File: src/hw/erx_pkg.sv
package erx_pkg;

   // ########################################################################
   // register file map
   // ########################################################################

   localparam int RFAW = 6;                 // register index width, addr bits 7:2

   typedef enum logic [RFAW-1:0] {
      ERX_CFG    = 6'd0,                    // remap, mmu and timer config
      ERX_OFFSET = 6'd1,                    // dynamic remap base
      ERX_GPIO   = 6'd2,                    // sampled frame/data pins
      ERX_STATUS = 6'd3                     // live + sticky status
   } erx_reg_e;

   localparam int GPIO_W        = 9;        // frame + 8 data pins
   localparam int STICKY_W      = 3;        // status bits that latch
   localparam int STATUS_W      = 16;
   localparam int REMAP_FIELD_W = 12;       // upper addr bits touched by static remap

   // config register fields
   localparam int CFG_MMU_EN_BIT = 1;
   localparam int CFG_MODE_LSB   = 2;       // 3:2
   localparam int CFG_SEL_LSB    = 4;       // 15:4
   localparam int CFG_PAT_LSB    = 16;      // 27:16
   localparam int CFG_TMR_LSB    = 28;      // 29:28

   // ########################################################################
   // remap and watchdog
   // ########################################################################

   typedef enum logic [1:0] {
      REMAP_OFF     = 2'd0,
      REMAP_STATIC  = 2'd1,
      REMAP_DYNAMIC = 2'd2,
      REMAP_RSVD    = 2'd3                  // treated as off
   } remap_mode_e;

   typedef enum logic [1:0] {
      TIMER_OFF   = 2'd0,
      TIMER_SHORT = 2'd1,
      TIMER_MED   = 2'd2,
      TIMER_LONG  = 2'd3
   } timer_cfg_e;

   localparam logic [11:0] TIMEOUT_SHORT = 12'd15;    // idle cycles per setting
   localparam logic [11:0] TIMEOUT_MED   = 12'd63;
   localparam logic [11:0] TIMEOUT_LONG  = 12'd255;

endpackage

File: src/hw/ecfg_rx.sv
`timescale 1ns/1ps

module ecfg_rx
   import erx_pkg::*;
(
   input  logic                     clk,
   input  logic                     reset,
   // register bus
   input  logic                     mi_en,
   input  logic                     mi_we,          // full 32-bit writes only
   input  logic [14:0]              mi_addr,        // byte address
   input  logic [31:0]              mi_din,
   output logic [31:0]              mi_dout,        // valid one cycle after read
   // pins and status
   input  logic [GPIO_W-1:0]        gpio_datain,
   input  logic [STATUS_W-1:0]      rx_status,
   // config outputs, static during traffic
   output logic                     mmu_enable,
   output remap_mode_e              remap_mode,
   output logic [REMAP_FIELD_W-1:0] remap_sel,
   output logic [REMAP_FIELD_W-1:0] remap_pattern,
   output logic [31:0]              remap_base,
   output timer_cfg_e               timer_cfg
);

   logic [31:0]         cfg_reg;
   logic [31:0]         offset_reg;
   logic [GPIO_W-1:0]   gpio_reg;
   logic [STICKY_W-1:0] sticky_reg;

   logic      mi_write;
   logic      mi_read;
   erx_reg_e  reg_idx;

   // ########################################################################
   // address decode
   // ########################################################################

   assign mi_write = mi_en & mi_we;
   assign mi_read  = mi_en & ~mi_we;
   assign reg_idx  = erx_reg_e'(mi_addr[RFAW+1:2]);   // word index, low bits ignored

   // ########################################################################
   // config and offset registers
   // ########################################################################

   always_ff @(posedge clk) begin
      if (reset) begin
         cfg_reg <= '0;
      end else if (mi_write && reg_idx == ERX_CFG) begin
         cfg_reg <= mi_din;
      end
   end

   always_ff @(posedge clk) begin
      if (reset) begin
         offset_reg <= '0;
      end else if (mi_write && reg_idx == ERX_OFFSET) begin
         offset_reg <= mi_din;
      end
   end

   // field breakout
   assign mmu_enable    = cfg_reg[CFG_MMU_EN_BIT];
   assign remap_mode    = remap_mode_e'(cfg_reg[CFG_MODE_LSB +: 2]);
   assign remap_sel     = cfg_reg[CFG_SEL_LSB +: REMAP_FIELD_W];
   assign remap_pattern = cfg_reg[CFG_PAT_LSB +: REMAP_FIELD_W];
   assign timer_cfg     = timer_cfg_e'(cfg_reg[CFG_TMR_LSB +: 2]);
   assign remap_base    = offset_reg;

   // ########################################################################
   // pin sample and sticky status
   // ########################################################################

   always_ff @(posedge clk) begin
      gpio_reg <= gpio_datain;                 // free-running sample
   end

   // timeout and error bits latch until reset
   always_ff @(posedge clk) begin
      if (reset) begin
         sticky_reg <= '0;
      end else begin
         sticky_reg <= sticky_reg | rx_status[STICKY_W-1:0];
      end
   end

   // ########################################################################
   // readback mux, one cycle latency
   // ########################################################################

   always_ff @(posedge clk) begin
      if (reset) begin
         mi_dout <= '0;
      end else if (mi_read) begin
         case (reg_idx)
            ERX_CFG:    mi_dout <= cfg_reg;
            ERX_OFFSET: mi_dout <= offset_reg;
            ERX_GPIO:   mi_dout <= {{(32-GPIO_W){1'b0}}, gpio_reg};
            ERX_STATUS: mi_dout <= {{(32-STATUS_W){1'b0}},
                                    rx_status[STATUS_W-1:STICKY_W], sticky_reg};
            default:    mi_dout <= '0;     // unmapped index
         endcase
      end else begin
         mi_dout <= '0;                    // bus idle or write
      end
   end

   // bus is shared by OR downstream, so a stale word must never linger
   a_dout_zero_when_idle: assert property (
      @(posedge clk) disable iff (reset)
      !$past(mi_read) |-> (mi_dout == 32'd0)
   );

endmodule

File: src/hw/erx_remap.sv
`timescale 1ns/1ps

module erx_remap
   import erx_pkg::*;
(
   input  logic        clk,
   input  logic        reset,
   // incoming transaction
   input  logic        in_valid,
   input  logic [31:0] in_addr,
   // config from register file
   input  remap_mode_e remap_mode,
   input  logic [11:0] remap_sel,        // 1 = take pattern bit
   input  logic [11:0] remap_pattern,
   input  logic [31:0] remap_base,       // dynamic offset
   // remapped transaction, one cycle later
   output logic        out_valid,
   output logic [31:0] out_addr
);

   logic [31:0] static_addr;
   logic [31:0] dynamic_addr;
   logic [31:0] next_addr;

   // ########################################################################
   // remap rules
   // ########################################################################

   // static: bitwise mux on the top 12 address bits
   assign static_addr = {(in_addr[31:20] & ~remap_sel) | (remap_pattern & remap_sel),
                         in_addr[19:0]};

   // dynamic: plain add, carry out dropped
   assign dynamic_addr = in_addr + remap_base;

   always_comb begin
      case (remap_mode)
         REMAP_STATIC:  next_addr = static_addr;
         REMAP_DYNAMIC: next_addr = dynamic_addr;
         default:       next_addr = in_addr;   // off and reserved
      endcase
   end

   // ########################################################################
   // pipeline stage
   // ########################################################################

   always_ff @(posedge clk) begin
      if (reset) begin
         out_valid <= 1'b0;
      end else begin
         out_valid <= in_valid;
      end
   end

   // address rides along, qualified by out_valid
   always_ff @(posedge clk) begin
      out_addr <= next_addr;
   end

   // stream cannot stall, so every valid must come out exactly once
   a_valid_latency: assert property (
      @(posedge clk) disable iff (reset)
      !$past(reset) |-> (out_valid == $past(in_valid))
   );

endmodule

File: src/hw/erx_timeout.sv
`timescale 1ns/1ps

module erx_timeout
   import erx_pkg::*;
(
   input  logic       clk,
   input  logic       reset,
   input  logic       frame,          // link frame open
   input  logic       activity,       // transaction seen this cycle
   input  timer_cfg_e timer_cfg,
   output logic       timeout         // one-cycle pulse at end of idle period
);

   logic [11:0] idle_cnt;
   logic [11:0] limit;
   logic        idle;
   logic        hit;

   // ########################################################################
   // limit select
   // ########################################################################

   always_comb begin
      case (timer_cfg)
         TIMER_SHORT: limit = TIMEOUT_SHORT;
         TIMER_MED:   limit = TIMEOUT_MED;
         TIMER_LONG:  limit = TIMEOUT_LONG;
         default:     limit = '0;           // off, never reached since idle is low
      endcase
   end

   // counting only while frame open, quiet, timer on
   assign idle = frame & ~activity & (timer_cfg != TIMER_OFF);

   // >= covers a limit lowered mid-count
   assign hit = idle & (idle_cnt >= limit);

   // ########################################################################
   // idle counter
   // ########################################################################

   always_ff @(posedge clk) begin
      if (reset || !idle || hit) begin
         idle_cnt <= '0;                      // restart after each pulse
      end else begin
         idle_cnt <= idle_cnt + 12'd1;
      end
   end

   always_ff @(posedge clk) begin
      if (reset) begin
         timeout <= 1'b0;
      end else begin
         timeout <= hit;
      end
   end

   // counter restart guarantees a gap before the next pulse
   a_timeout_single: assert property (
      @(posedge clk) disable iff (reset)
      timeout |=> !timeout
   );

endmodule

File: src/hw/erx_cfg_top.sv
`timescale 1ns/1ps

module erx_cfg_top
   import erx_pkg::*;
(
   input  logic              clk,
   input  logic              reset,
   // register bus
   input  logic              mi_en,
   input  logic              mi_we,
   input  logic [14:0]       mi_addr,
   input  logic [31:0]       mi_din,
   output logic [31:0]       mi_dout,
   // pins and status sources
   input  logic [GPIO_W-1:0] gpio_datain,
   input  logic [12:0]       link_status,    // live, status bits 15:3
   input  logic [1:0]        rx_err,         // sticky, status bits 2:1
   input  logic              rx_frame,
   // receive transaction stream, valid only
   input  logic              rx_valid,
   input  logic [31:0]       rx_addr,
   output logic              rx_out_valid,
   output logic [31:0]       rx_out_addr,
   // config out to mmu
   output logic              mmu_enable
);

   remap_mode_e              remap_mode;
   logic [REMAP_FIELD_W-1:0] remap_sel;
   logic [REMAP_FIELD_W-1:0] remap_pattern;
   logic [31:0]              remap_base;
   timer_cfg_e               timer_cfg;
   logic                     timeout;
   logic [STATUS_W-1:0]      rx_status;

   // status word, bit 0 is the watchdog pulse
   assign rx_status = {link_status, rx_err, timeout};

   // ########################################################################
   // register file
   // ########################################################################

   ecfg_rx u_cfg (
      .clk           (clk),
      .reset         (reset),
      .mi_en         (mi_en),
      .mi_we         (mi_we),
      .mi_addr       (mi_addr),
      .mi_din        (mi_din),
      .mi_dout       (mi_dout),
      .gpio_datain   (gpio_datain),
      .rx_status     (rx_status),
      .mmu_enable    (mmu_enable),
      .remap_mode    (remap_mode),
      .remap_sel     (remap_sel),
      .remap_pattern (remap_pattern),
      .remap_base    (remap_base),
      .timer_cfg     (timer_cfg)
   );

   // ########################################################################
   // receive path units
   // ########################################################################

   erx_remap u_remap (
      .clk           (clk),
      .reset         (reset),
      .in_valid      (rx_valid),
      .in_addr       (rx_addr),
      .remap_mode    (remap_mode),
      .remap_sel     (remap_sel),
      .remap_pattern (remap_pattern),
      .remap_base    (remap_base),
      .out_valid     (rx_out_valid),
      .out_addr      (rx_out_addr)
   );

   erx_timeout u_timeout (
      .clk       (clk),
      .reset     (reset),
      .frame     (rx_frame),
      .activity  (rx_valid),            // any transaction resets the idle count
      .timer_cfg (timer_cfg),
      .timeout   (timeout)
   );

endmodule

File: config.mk
export PLATFORM = sky130hd
export DESIGN_NAME = erx_cfg_top
export DESIGN_NICKNAME = d
export VERILOG_FILES = /design/src/hw/erx_pkg.sv /design/src/hw/ecfg_rx.sv /design/src/hw/erx_remap.sv /design/src/hw/erx_timeout.sv /design/src/hw/erx_cfg_top.sv
export SDC_FILE = /design/constraint.sdc
export NUM_CORES = 1
export LEC_CHECK = 0
export BUFFER_PORTS_ARGS = -buffer_cell sky130_fd_sc_hd__buf_2
export CORE_AREA = 8 8 129 131
export CTS_BUF_LIST = sky130_fd_sc_hd__clkbuf_4
export CTS_CLUSTER_DIAMETER = 30
export DETAILED_ROUTE_END_ITERATION = 16
export DIE_AREA = 0 0 137 139
export GPL_ROUTABILITY_DRIVEN = 0
export PLACE_DENSITY = 0.82
export SLEW_MARGIN = 20
export SYNTH_ARGS = -nofsm -noshare
export SYNTH_HDL_FRONTEND = slang
export SYNTH_HIERARCHICAL = 1
export SYNTH_SLANG_ARGS = --single-unit
export TNS_END_PERCENT = 30
File: constraint.sdc
create_clock -name clk -period 3.2 [get_ports clk]
set_input_delay 0.8 -clock clk [delete_from_list [all_inputs] [get_ports clk]]
set_output_delay 0.8 -clock clk [all_outputs]
set_load 0.02 [all_outputs]
======== Word-level counts from Yosys, hierarchy flattened ========
Cells that the tools add are included.
word-level totals
  logic and storage cells ................. 44
  flip-flop bits (word level) ............. 154
operators by class
  eq/ne operators ......................... 8
  reduce and logical (&&, ||, !) cells .... 8
  magnitude comparators ................... 1
  muxes and demuxes ....................... 3
  add/sub/neg operators ................... 2
  bitwise gates (word level) .............. 13
operators with widths
  operator                                                                number
  32-bit case mux with 4 select lines                                     1
  32-bit case mux with 2 select lines                                     1
  32-bit adder                                                            1
  12-bit AND                                                              2
  8-bit case mux with 3 select lines                                      1
  12-bit by 1-bit adder with 12-bit output (second input constant)        1
  6-bit by 2-bit equality test with 1-bit output (second input constant)  2
  12-bit by 8-bit greater-or-equal comparator with 1-bit output           1
  12-bit NOT                                                              1
  12-bit OR                                                               1
  2-bit equality test (second input constant)                             3
  6-bit by 1-bit equality test with 1-bit output (second input constant)  1
  6-bit logical NOT                                                       1
  1-bit AND                                                               5
  2-bit by 1-bit equality test with 1-bit output (second input constant)  2
  1-bit NOT                                                               3
  3-bit OR                                                                1
  1-bit logical AND                                                       2
  1-bit logical OR                                                        2
  2-bit nonzero test                                                      1
  2-bit OR reduction                                                      1
  1-bit logical NOT                                                       1

======== Depth between registers and ports, before layout ========
Gate-level depths: netlist of run 1.
  word-level depth ........................ 6
  mapped depth ............................ 12

======== Cells and area by module ========
Netlist of run 1, hierarchy kept.
modules (own cells, without submodules)
  module       cells each  instances  sequential area each (um^2)  area each (um^2)
  ecfg_rx      420         1          2162.1                       4546.9
  erx_remap    360         1          660.6                        2894.0
  erx_timeout  70          1          260.2                        694.4

======== Worst setup path before layout of run 1 ========
No wires, ideal clock.
  path type ............................... in2reg
  start point ............................. input rx_addr[0]
  end point ............................... register u_remap.out_addr[30]
  arrival ................................. 2.706 ns
  buffers on the path ..................... 0
  setup time .............................. 0.127 ns
  stages .................................. 12
  data required time ...................... 3.073 ns
  path slack .............................. 0.367 ns
  path through ............................ ha_1 -> inv_1 -> fa_1 -> nor2b_1 -> o31ai_2 -> a21oi_1 -> o211ai_2 -> o21ai_2 -> a211oi_2 -> o41ai_2 -> xnor2_1 -> o21ai_1
on the way
  longest elaborated chain between the ends .. 2
RTL lines
  element                              line               source
  from (decl)                          erx_cfg_top.sv:21  input logic [31:0] rx_addr,
  32-bit adder                         erx_remap.sv:34    assign dynamic_addr = in_addr + remap_base;
  32-bit case mux with 2 select lines  erx_remap.sv:37    case (remap_mode)
  named net u_remap.next_addr[30]      erx_remap.sv:23    logic [31:0] next_addr;
  to (signal assigned)                 erx_remap.sv:58    out_addr <= next_addr;
  to (decl)                            erx_remap.sv:18    output logic [31:0] out_addr
The timed path passes the listed nets, and every way through them passes these cells.
A chain may end at the register's enable or synchronous reset.

======== Worst setup path in the final report of run 1 ========
  start point ............................. register u_cfg.offset_reg[0], in the netlist u_cfg/remap_base[0]
  end point ............................... register u_remap.out_addr[28]
on the way
  longest elaborated chain between the ends .. 2
RTL lines
  element                              line             source
  from (decl)                          ecfg_rx.sv:27    logic [31:0] offset_reg;
  from (signal assigned)               ecfg_rx.sv:59    offset_reg <= mi_din;
  32-bit adder                         erx_remap.sv:34
  32-bit case mux with 2 select lines  erx_remap.sv:37
  named net u_remap.next_addr[28]      erx_remap.sv:23
The timed path passes the listed nets, and every way through them passes these cells.

==> results of run 1 <==
-- cell type report --
type	count	area (sq um)
fillers	1230	5470
well taps	188	235
clock inverters	14	193
diodes	1	2.50
inverters	30	113
multi-input cells	601	4550
flip-flops and latches	154	3080
repair buffers	183	973
clock buffers	18	135
-- power groups by stage --
stage,logic (W),registers [W],clock network [W]
2_1_floorplan,0.000191,0.00203,0
3_3_place_gp,0.000345,0.00200,0
3_5_place_dp,0.000354,0.00201,0
4_1_cts,0.000356,0.00196,0.00139
5_1_grt,0.000387,0.00197,0.00147
6_report,0.000356,0.00196,0.00135
-- cell usage in the layout (no fill, tap or decap), drive strengths merged, types with 5 or more instances in the layout --
cell,synthesis,final
a22o,5,5
o22ai,13,13
o21bai,5,5
dfxtp,154,154
a22oi,11,11
clkinv,0,5
nand2,43,43
xor2,10,10
buf,41,183
ha,42,42
mux2i,90,90
a21oi,27,27
o21ai,38,38
nor2b,18,18
inv,30,34
nand3,18,18
mux4,9,9
nor2,58,58
nand2b,103,103
o22a,7,7
a21o,15,15
clkbuf,26,18
xnor2,21,21
-- synth_stat cells (19+ instances only) --
library cell	count
nor2_1	57
dfxtp_1	154
a21oi_1	26
clkbuf_1	26
nand2b_1	102
mux2i_1	90
xnor2_1	21
buf_4	28
ha_1	42
inv_1	30
o21ai_0	19
nand2_1	43
-- logic make-up after synthesis --
group | share of synthesized area
XOR/XNOR | 0.0334
flip-flops | 0.379
adder cells (fa/ha/maj) | 0.0671
other | 0.000461
buffers and inverters | 0.0638
AND/OR/NAND/NOR | 0.178
multiplexers | 0.137
AO/OA/AOI/OAI | 0.141
-- stage by stage --
step	std cells	hold WS [ns]	util	instance area (sq um)
4_1_cts	1188	0.274	0.629	9280
5_1_grt	1189	0.266	0.629	9280
3_3_place_gp	1156	0.423	0.607	8950
6_report	1189	0.324	0.629	9280
3_5_place_dp	1156	0.436	0.607	8950
2_1_floorplan	852	0.411	-	8140
-- how the worst min path moves through the flow --
stage | from | end | slack [ns] | cells after the start
floorplan | u_timeout/timeout | u_cfg/sticky_reg[0] | 0.41 | 2
global placement | u_timeout/timeout | u_cfg/sticky_reg[0] | 0.42 | 2
detailed placement | u_timeout/timeout | u_cfg/sticky_reg[0] | 0.44 | 2
CTS | gpio_datain[5] | u_cfg/gpio_reg[5] | 0.27 | 1
global route | gpio_datain[3] | u_cfg/gpio_reg[3] | 0.27 | 1
finish | gpio_datain[5] | u_cfg/gpio_reg[5] | 0.32 | 1
-- worst register-to-register path, delay by kind of cell, from the launching register on --
family / cells / cell delay [ns]
adders and majority gates: 2 / 0.59
buffers and inverters: 2 / 0.21
AOI/OAI and AO/OA: 7 / 1.12
xor gates and xnor gates: 1 / 0.16
DFF: 1 / 0.45
and+or+nand+nor: 1 / 0.20
-- metal layers --
metal,vias up,part of all wire
li1,3229,-
met5,-,0.00063
met2,221,0.49
met3,50,0.066
met4,2,0.027
met1,3080,0.42
==> reports/metrics.cfg, run 1 <==
[floorplan]
ios = 175
fp.dieH_um = 139
start_util = 0.551
core_region_area_sq_um = 14800
dieArea_sq_um = 19000
core.rowCount = 45
die_w_um = 137

[sta]
fin_ws_ns = 0.380
fin_skew_ns = 0.0274
rsz0062_at_grt = no
relSlewSlack = 0.412
fmax_ghz = 0.355
max_slew.worst_pin.slew_ns = 0.882
finalSetupTns_ns = 0
finalCritPeriodShare = 0.881
hold_viol = 0
setup_viol = 0
final_max_slew_viol_count = 0
period_minus_slack_ns = 2.82

[synthesis]
synth_area_per_cell_sq_um = 9.57
synth_seq_cells = 154
ys_seq_area_frac = 0.379
synth_cells = 850
syn_area_sq_um = 8140
netlist.area_leader.share = 0.379
synth_edf_count = 0
synthArstFlopShare = 0
yosysUniqueCellTypes = 73
ys_warn_count = 6
synth_area_leader_cell = dfxtp_1
yosys-top-cells-area = dfxtp_1 38%, mux2i_1 11%, nand2b_1 7.8%
ys.flop_type = dfxtp_1

[power_and_ir_drop]
total_power_w = 0.00367
worst_ir_drop_vdd_uv = 282
pwr-share-seq = 0.535
swShare = 0.250
p_per_area_nw_per_um2 = 395
power.internal_w = 0.00275
power_frac_comb = 0.097
p_leak_nw = 4.22
switchingPower_w = 0.000917
p_clk_frac = 0.368

[clocking]
tritoncts = built
ctsHoldBuffers = 0
post-cts-setup-buffers = 0
path_clk_slew_ns = 0.14
root_buffer = clkbuf_4
cts-resized-gates = 0
clockBufferDepth = 2
clock-sinks = 154
clock_latency_ns = 0.57
cts_inserted_buffers = 17
htree_num_levels = 4

[grt]
grt_max_degree = 60
use_met3 = 0.0551
grt_pass1_wl_um = 32900
grt_pass1_vias = 6558
met2_usage = 0.367
antenna_found_initial = 2
grtUsageTotal = 0.218
grt_overflow_total = 0
busiest_layer = met2
grtUsageMet1 = 0.255

[routing]
wl_per_cell_um = 17.3
route.vias.total = 6582
ant_nets = 0
vias_per_cell = 5.54
route.detailed.drc = 0
drt-pass1-iter-count = 6
drt-total-wl_um = 20600
drtIter0Drc = 417

[final_layout]
area_delta_synth_final_pct = 14.1
drive_gt1_frac = 0.248
fin_nets = 1139

[hold_path]
hp-class = in -> reg

[place]
dp_slack_ns = -0.00809
hpwl_um = 15800
numPortBuffers = 165

[critical_path]
reg2reg_from = u_cfg/remap_base[0]
worstPathCellList = ha_1 -> inv_1 -> fa_1 -> nor2b_1 -> o31ai_2 -> a21oi_1 -> buf_4 -> o211ai_2 -> o21ai_2 -> a2111oi_2 -> o31ai_1 -> xnor2_1 -> o21ai_1
max_stage_delay_ns = 0.45
worstSetupPathType = reg -> reg
r2r_slack_ns = 0.38
critPathLaunch = u_cfg/remap_base[0]
worst-path-stages = 13
cp-start-kind = register
path_delay_family = compound AO/OA/AOI/OAI gates
crit_end = u_remap/out_addr[28]
worstPathArrival_ns = 3.27
critPathCaptureType = register
crit_required_ns = 3.65
crit_path_top_delay_cell = dfxtp_1
crit_fanout = 3
reg2reg_depth = 13
r2r_end = u_remap/out_addr[28]
crit_buf_inv = 2

[status]
outcome = completed

[flow_run]
cap_violations = 0

No activity file was read; power rests on OpenSTA's default activity.
==> inputs of run 2 (changes only) <==
Settings changed: MAX_ROUTING_LAYER set to met4.
==> run 2 against run 1 <==
Effect of this change: first-iteration DRC count is 2.6% lower; global-route usage is 0.59 points higher; sequential power hardly changed; hold slack better by 0.00095 ns; design area hardly changed; combinational power hardly changed; die area stayed put; routed wire length is 0.25% higher; largest power group unchanged.
==> reports/metrics.cfg, run 2 (same netlist as run 1, synthesis figures left out) <==
[status]
outcome = completed  ; unchanged

[clocking]
htree_num_levels = 4  ; unchanged
clock_latency_ns = 0.57  ; about the same
cts-resized-gates = 0  ; unchanged
ctsHoldBuffers = 0  ; unchanged
root_buffer = clkbuf_4  ; unchanged
path_clk_slew_ns = 0.14  ; about the same
post-cts-setup-buffers = 0  ; unchanged
clockBufferDepth = 2  ; unchanged
clock-sinks = 154  ; unchanged
tritoncts = built  ; unchanged
cts_inserted_buffers = 17  ; unchanged

[power_and_ir_drop]
worst_ir_drop_vdd_uv = 283  ; was 282 uV
p_leak_nw = 4.22  ; about the same
p_per_area_nw_per_um2 = 395  ; about the same

[floorplan]
core_region_area_sq_um = 14800  ; unchanged
die_w_um = 137  ; unchanged
start_util = 0.551  ; unchanged
ios = 175  ; unchanged
dieArea_sq_um = 19000  ; unchanged
fp.dieH_um = 139  ; unchanged
core.rowCount = 45  ; unchanged

[final_layout]
utilization = 0.629  ; about the same
seqCellArea_sq_um = 3080  ; unchanged
drive_gt1_frac = 0.248  ; unchanged
fill_cells = 1229  ; was 1230
layout_commonest_cell = buf_2  ; unchanged
multiInputGateArea_sq_um = 4550  ; unchanged
area_delta_synth_final_pct = 14.1  ; about the same
fin_nets = 1139  ; unchanged
final_cell_mix = 165 x buf_2, 154 x dfxtp_1, 102 x nand2b_1, 90 x mux2i_1, 57 x nor2_1  ; unchanged

[routing]
route.vias.total = 6568  ; was 6582
vias_per_cell = 5.52  ; was 5.54
ant_nets = 0  ; unchanged
route.detailed.drc = 0  ; unchanged
wl_per_cell_um = 17.4  ; was 17.3 um
drt-total-wl_um = 20700  ; was 20600 um
drtIter0Drc = 406  ; was 417
drt-pass1-iter-count = 5  ; was 6

[place]
numPortBuffers = 165  ; unchanged
hpwl_um = 15800  ; unchanged

[sta]
setup_viol = 0  ; unchanged
relSlewSlack = 0.424  ; was 0.412
fmax_ghz = 0.355  ; about the same
period_minus_slack_ns = 2.82  ; about the same
finalCritPeriodShare = 0.880  ; was 0.881
hold_viol = 0  ; unchanged
finalSetupTns_ns = 0  ; unchanged
final_max_slew_viol_count = 0  ; unchanged
rsz0062_at_grt = no  ; unchanged
max_slew.worst_pin.slew_ns = 0.864  ; was 0.882 ns
fin_skew_ns = 0.0286  ; was 0.0274 ns

[flow_run]
cap_violations = 0  ; unchanged

[grt]
grt_overflow_total = 0  ; unchanged
grtUsageTotal = 0.224  ; was 0.218
antenna_found_initial = 2  ; unchanged
grt_max_degree = 60  ; unchanged
grt_pass1_vias = 6567  ; was 6558
grt_pass1_wl_um = 32900  ; about the same

[critical_path]
path_delay_family = compound AO/OA/AOI/OAI gates  ; unchanged
critPathCaptureType = register  ; unchanged
reg2reg_depth = 13  ; unchanged
cp-start-kind = register  ; unchanged
worstPathArrival_ns = 3.25  ; was 3.27 ns
crit_path_top_delay_cell = dfxtp_1  ; unchanged
crit_buf_inv = 2  ; unchanged
worst-path-stages = 13  ; unchanged
worstSetupPathType = reg -> reg  ; unchanged
worstPathCellList = ha_1 -> inv_1 -> fa_1 -> nor2b_1 -> o31ai_2 -> a21oi_1 -> buf_4 -> o211ai_2 -> o21ai_2 -> a211oi_2 -> o21bai_1 -> xnor2_1 -> o21ai_1  ; was ha_1 -> inv_1 -> fa_1 -> nor2b_1 -> o31ai_2 -> a21oi_1 -> buf_4 -> o211ai_2 -> o21ai_2 -> a2111oi_2 -> o31ai_1 -> xnor2_1 -> o21ai_1
crit_required_ns = 3.63  ; was 3.65 ns
crit_fanout = 3  ; unchanged
max_stage_delay_ns = 0.44  ; was 0.45 ns

[hold_path]
hp-class = in -> reg  ; unchanged
min_path_cells = 1  ; unchanged

==> run 2: changes by cell type in the layout (fill, tap and decap cells not counted), sizes merged <==
cell and delta:
diode +1
==> run 2: metrics by stage <==
stage / total power, W / std cells / area, sq um / hold slack [ns] / setup slack (ns)
floorplan: 0.00222 / 852 / 8140 / 0.411 / 0.367
global placement: 0.00235 / 1156 / 8950 / 0.423 / 0.0466
detailed placement: 0.00236 / 1156 / 8950 / 0.436 / -0.00809
CTS: 0.00370 / 1188 / 9280 / 0.274 / 0.416
global route: 0.00383 / 1190 / 9280 / 0.265 / 0.301
finish: 0.00367 / 1190 / 9280 / 0.325 / 0.383
==> run 2: area by class of cell <==
cell class	count	area share
timing repair buffer	183	0.105
antenna	2	0.000539
clock buffer	18	0.0146
tap	188	0.0253
sequential	154	0.332
inverter	30	0.0121
clock inverter	14	0.0208
multi-input combinational	601	0.490
==> run 2: final timing paths <==
kind	startpoint	endpoint	slack, ns
hold / removal	gpio_datain[5]	u_cfg/gpio_reg[5]	0.32
setup reg to reg	u_cfg/remap_base[0]	u_remap/out_addr[26]	0.38
setup / recovery	u_cfg/remap_base[0]	u_remap/out_addr[26]	0.38
hold reg to reg	u_timeout/timeout	u_cfg/sticky_reg[0]	0.46
==> run 2: worst reg2reg max path, cell delays in order, from the launching register on <==
cell and delay [ns]:
dfxtp_1 0.44, ha_1 0.20, inv_1 0.06, fa_1 0.39, nor2b_1 0.20, o31ai_2 0.09
a21oi_1 0.13, buf_4 0.15, o211ai_2 0.12, o21ai_2 0.29, a211oi_2 0.17, o21bai_1 0.21
xnor2_1 0.14, o21ai_1 0.09
==> run 2: layer usage <==
metal,wire (um),up-vias,part of all wire,global-route usage
li1,-,3223,-,-
met2,10100,229,0.49,0.368
met5,0,-,0,-
met1,8770,3068,0.42,0.258
met4,543,0,0.026,0.0887
met3,1240,48,0.060,0.0489
==> run 2: power breakdown <==
| group | leakage (nW) | internal, W | switching, W |
|---|---|---|---|
| Clock | 0.173 | 0.000634 | 0.000718 |
| Combinational | 2.79 | 0.000165 | 0.000191 |
| Sequential | 1.26 | 0.00195 | 0.0000109 |
==> inputs of run 3 (changes only) <==
Settings changed: CORE_AREA 8 8 129 131 to 8 8 125 127, DIE_AREA 0 0 137 139 to 0 0 133 135, PLACE_DENSITY 0.82 to 0.95.
Clock period 3.2 ns to 3.24 ns, I/O delays scaled along.
==> run 3 against run 2 <==
Effect of this change: core utilization rose by 4.7 points; clock skew fell by 0.014 ns; combinational power barely moved; final cell count fell by 0.92%; setup slack gained 0.031 ns; flip-flop and latch count unchanged; sequential share of layout area rose by 0.26 points; die area is 5.7% lower; critical endpoint is now u_remap/out_addr[30].
==> reports/metrics.cfg, run 3 (same netlist as run 1, synthesis figures left out) <==
[sta]
finalCritPeriodShare = 0.872  ; was 0.880
fin_ws_ns = 0.414  ; was 0.383 ns
fmax_ghz = 0.354  ; was 0.355 GHz
hold_viol = 0  ; unchanged
rsz0062_at_grt = no  ; unchanged
period_minus_slack_ns = 2.83  ; was 2.82 ns
final_max_slew_viol_count = 0  ; unchanged
setup_viol = 0  ; unchanged
max_slew.worst_pin.slew_ns = 0.869  ; was 0.864 ns
fin_skew_ns = 0.0149  ; was 0.0286 ns
relSlewSlack = 0.420  ; was 0.424
finalSetupTns_ns = 0  ; unchanged

[clocking]
ctsHoldBuffers = 0  ; unchanged
path_clk_slew_ns = 0.13  ; was 0.14 ns
htree_num_levels = 4  ; unchanged
post-cts-setup-buffers = 0  ; unchanged
root_buffer = clkbuf_4  ; unchanged
clockBufferDepth = 2  ; unchanged
cts-resized-gates = 0  ; unchanged
cts_inserted_buffers = 17  ; unchanged
clock_latency_ns = 0.57  ; about the same
clock-sinks = 154  ; unchanged
tritoncts = built  ; unchanged

[grt]
grt_overflow_total = 0  ; unchanged
grt_pass1_wl_um = 33300  ; was 32900 um
antenna_found_initial = 2  ; unchanged
grt_max_degree = 101  ; was 60
grtUsageTotal = 0.238  ; was 0.224
grt_pass1_vias = 6816  ; was 6567

[routing]
route.detailed.drc = 0  ; unchanged
drtIter0Drc = 479  ; was 406
drt-pass1-iter-count = 5  ; unchanged
wl_per_cell_um = 17.9  ; was 17.4 um
ant_nets = 0  ; unchanged
vias_per_cell = 5.69  ; was 5.52
route.vias.total = 6708  ; was 6568
drt-total-wl_um = 21100  ; was 20700 um

[floorplan]
ios = 175  ; unchanged
core_region_area_sq_um = 13600  ; was 14800 sq um
core.rowCount = 43  ; was 45
die_w_um = 133  ; was 137 um
start_util = 0.598  ; was 0.551
fp.dieH_um = 135  ; was 139 um
dieArea_sq_um = 18000  ; was 19000 sq um

[final_layout]
layout_commonest_cell = buf_2  ; unchanged
fin_nets = 1137  ; was 1139
fill_cells = 1063  ; was 1229
drive_gt1_frac = 0.248  ; about the same
final_cell_mix = 165 x buf_2, 154 x dfxtp_1, 102 x nand2b_1, 90 x mux2i_1, 57 x nor2_1  ; unchanged
area_delta_synth_final_pct = 13.2  ; was 14.1%

[critical_path]
reg2reg_depth = 13  ; unchanged
crit_end = u_remap/out_addr[30]  ; was u_remap/out_addr[26]
crit_fanout = 3  ; unchanged
critPathLaunch = u_cfg/remap_base[0]  ; unchanged
worstSetupPathType = reg -> reg  ; unchanged
crit_required_ns = 3.71  ; was 3.63 ns
r2r_slack_ns = 0.41  ; was 0.38 ns
worstPathArrival_ns = 3.30  ; was 3.25 ns
critPathCaptureType = register  ; unchanged
r2r_end = u_remap/out_addr[30]  ; was u_remap/out_addr[26]
reg2reg_from = u_cfg/remap_base[0]  ; unchanged
cp-start-kind = register  ; unchanged

[power_and_ir_drop]
worst_ir_drop_vdd_uv = 290  ; was 283 uV
p_leak_nw = 4.18  ; was 4.22 nW
p_per_area_nw_per_um2 = 382  ; was 395 nW/um^2

[place]
dp_slack_ns = 0.0213  ; was -0.00809 ns
numPortBuffers = 165  ; unchanged
hpwl_um = 16000  ; was 15800 um

[hold_path]
hp-class = in -> reg  ; unchanged

[status]
outcome = completed  ; unchanged

[flow_run]
cap_violations = 0  ; unchanged

-- run 3: area by class of cell --
type / count / area (sq um) / share of cell area
inverter: 30 / 113 / 0.0122
multi-input combinational: 601 / 4550 / 0.494
antenna: 2 / 5.00 / 0.000543
sequential: 154 / 3080 / 0.335
clock inverter: 12 / 151 / 0.0164
timing repair buffer: 181 / 946 / 0.103
tap: 180 / 225 / 0.0244
clock buffer: 19 / 143 / 0.0155
-- run 3: how the worst min path moves through the flow --
stage	from	endpoint	slack [ns]	depth (start not counted)
6_report	gpio_datain[1]	u_cfg/gpio_reg[1]	0.33	1
5_1_grt	gpio_datain[1]	u_cfg/gpio_reg[1]	0.27	1
4_1_cts	gpio_datain[4]	u_cfg/gpio_reg[4]	0.29	1
3_5_place_dp	u_timeout/timeout	u_cfg/sticky_reg[0]	0.44	2
3_3_place_gp	u_timeout/timeout	u_cfg/sticky_reg[0]	0.42	2
2_1_floorplan	u_timeout/timeout	u_cfg/sticky_reg[0]	0.41	2
-- run 3: where the power goes --
part	leakage, nW	switching [W]	total, W	internal (W)
Sequential	1.26	0.0000109	0.00194	0.00193
Combinational	2.77	0.000191	0.000354	0.000163
Clock	0.146	0.000689	0.00123	0.000542
-- run 3: metrics by stage --
| step | hold WS [ns] | instance area [sq um] | total power [W] | util | cells |
|---|---|---|---|---|---|
| 5_1_grt | 0.274 | 9210 | 0.00365 | 0.677 | 1179 |
| 6_report | 0.326 | 9210 | 0.00352 | 0.677 | 1179 |
| 2_1_floorplan | 0.411 | 8140 | 0.00220 | - | 852 |
| 3_5_place_dp | 0.445 | 8910 | 0.00233 | 0.655 | 1146 |
| 3_3_place_gp | 0.419 | 8910 | 0.00232 | 0.655 | 1146 |
| 4_1_cts | 0.287 | 9210 | 0.00354 | 0.676 | 1177 |
-- run 3: worst max-delay path, stage by stage (launching register included) --
cell and delay (ns):
dfxtp_1 0.43, ha_1 0.20, inv_1 0.06, fa_1 0.41, nor2b_1 0.20, o31ai_2 0.10
a21oi_1 0.15, buf_4 0.15, o211ai_2 0.12, o21ai_2 0.26, a211oi_2 0.16, o41ai_2 0.26
xnor2_1 0.16, o21ai_1 0.07
-- run 3: metal layers --
| metal | GRT usage | vias up | share of wire |
|---|---|---|---|
| li1 | - | 3214 | - |
| met1 | 0.259 | 3204 | 0.41 |
| met4 | 0.110 | 0 | 0.027 |
| met3 | 0.0605 | 42 | 0.067 |
| met2 | 0.402 | 248 | 0.50 |
| met5 | - | - | 0 |
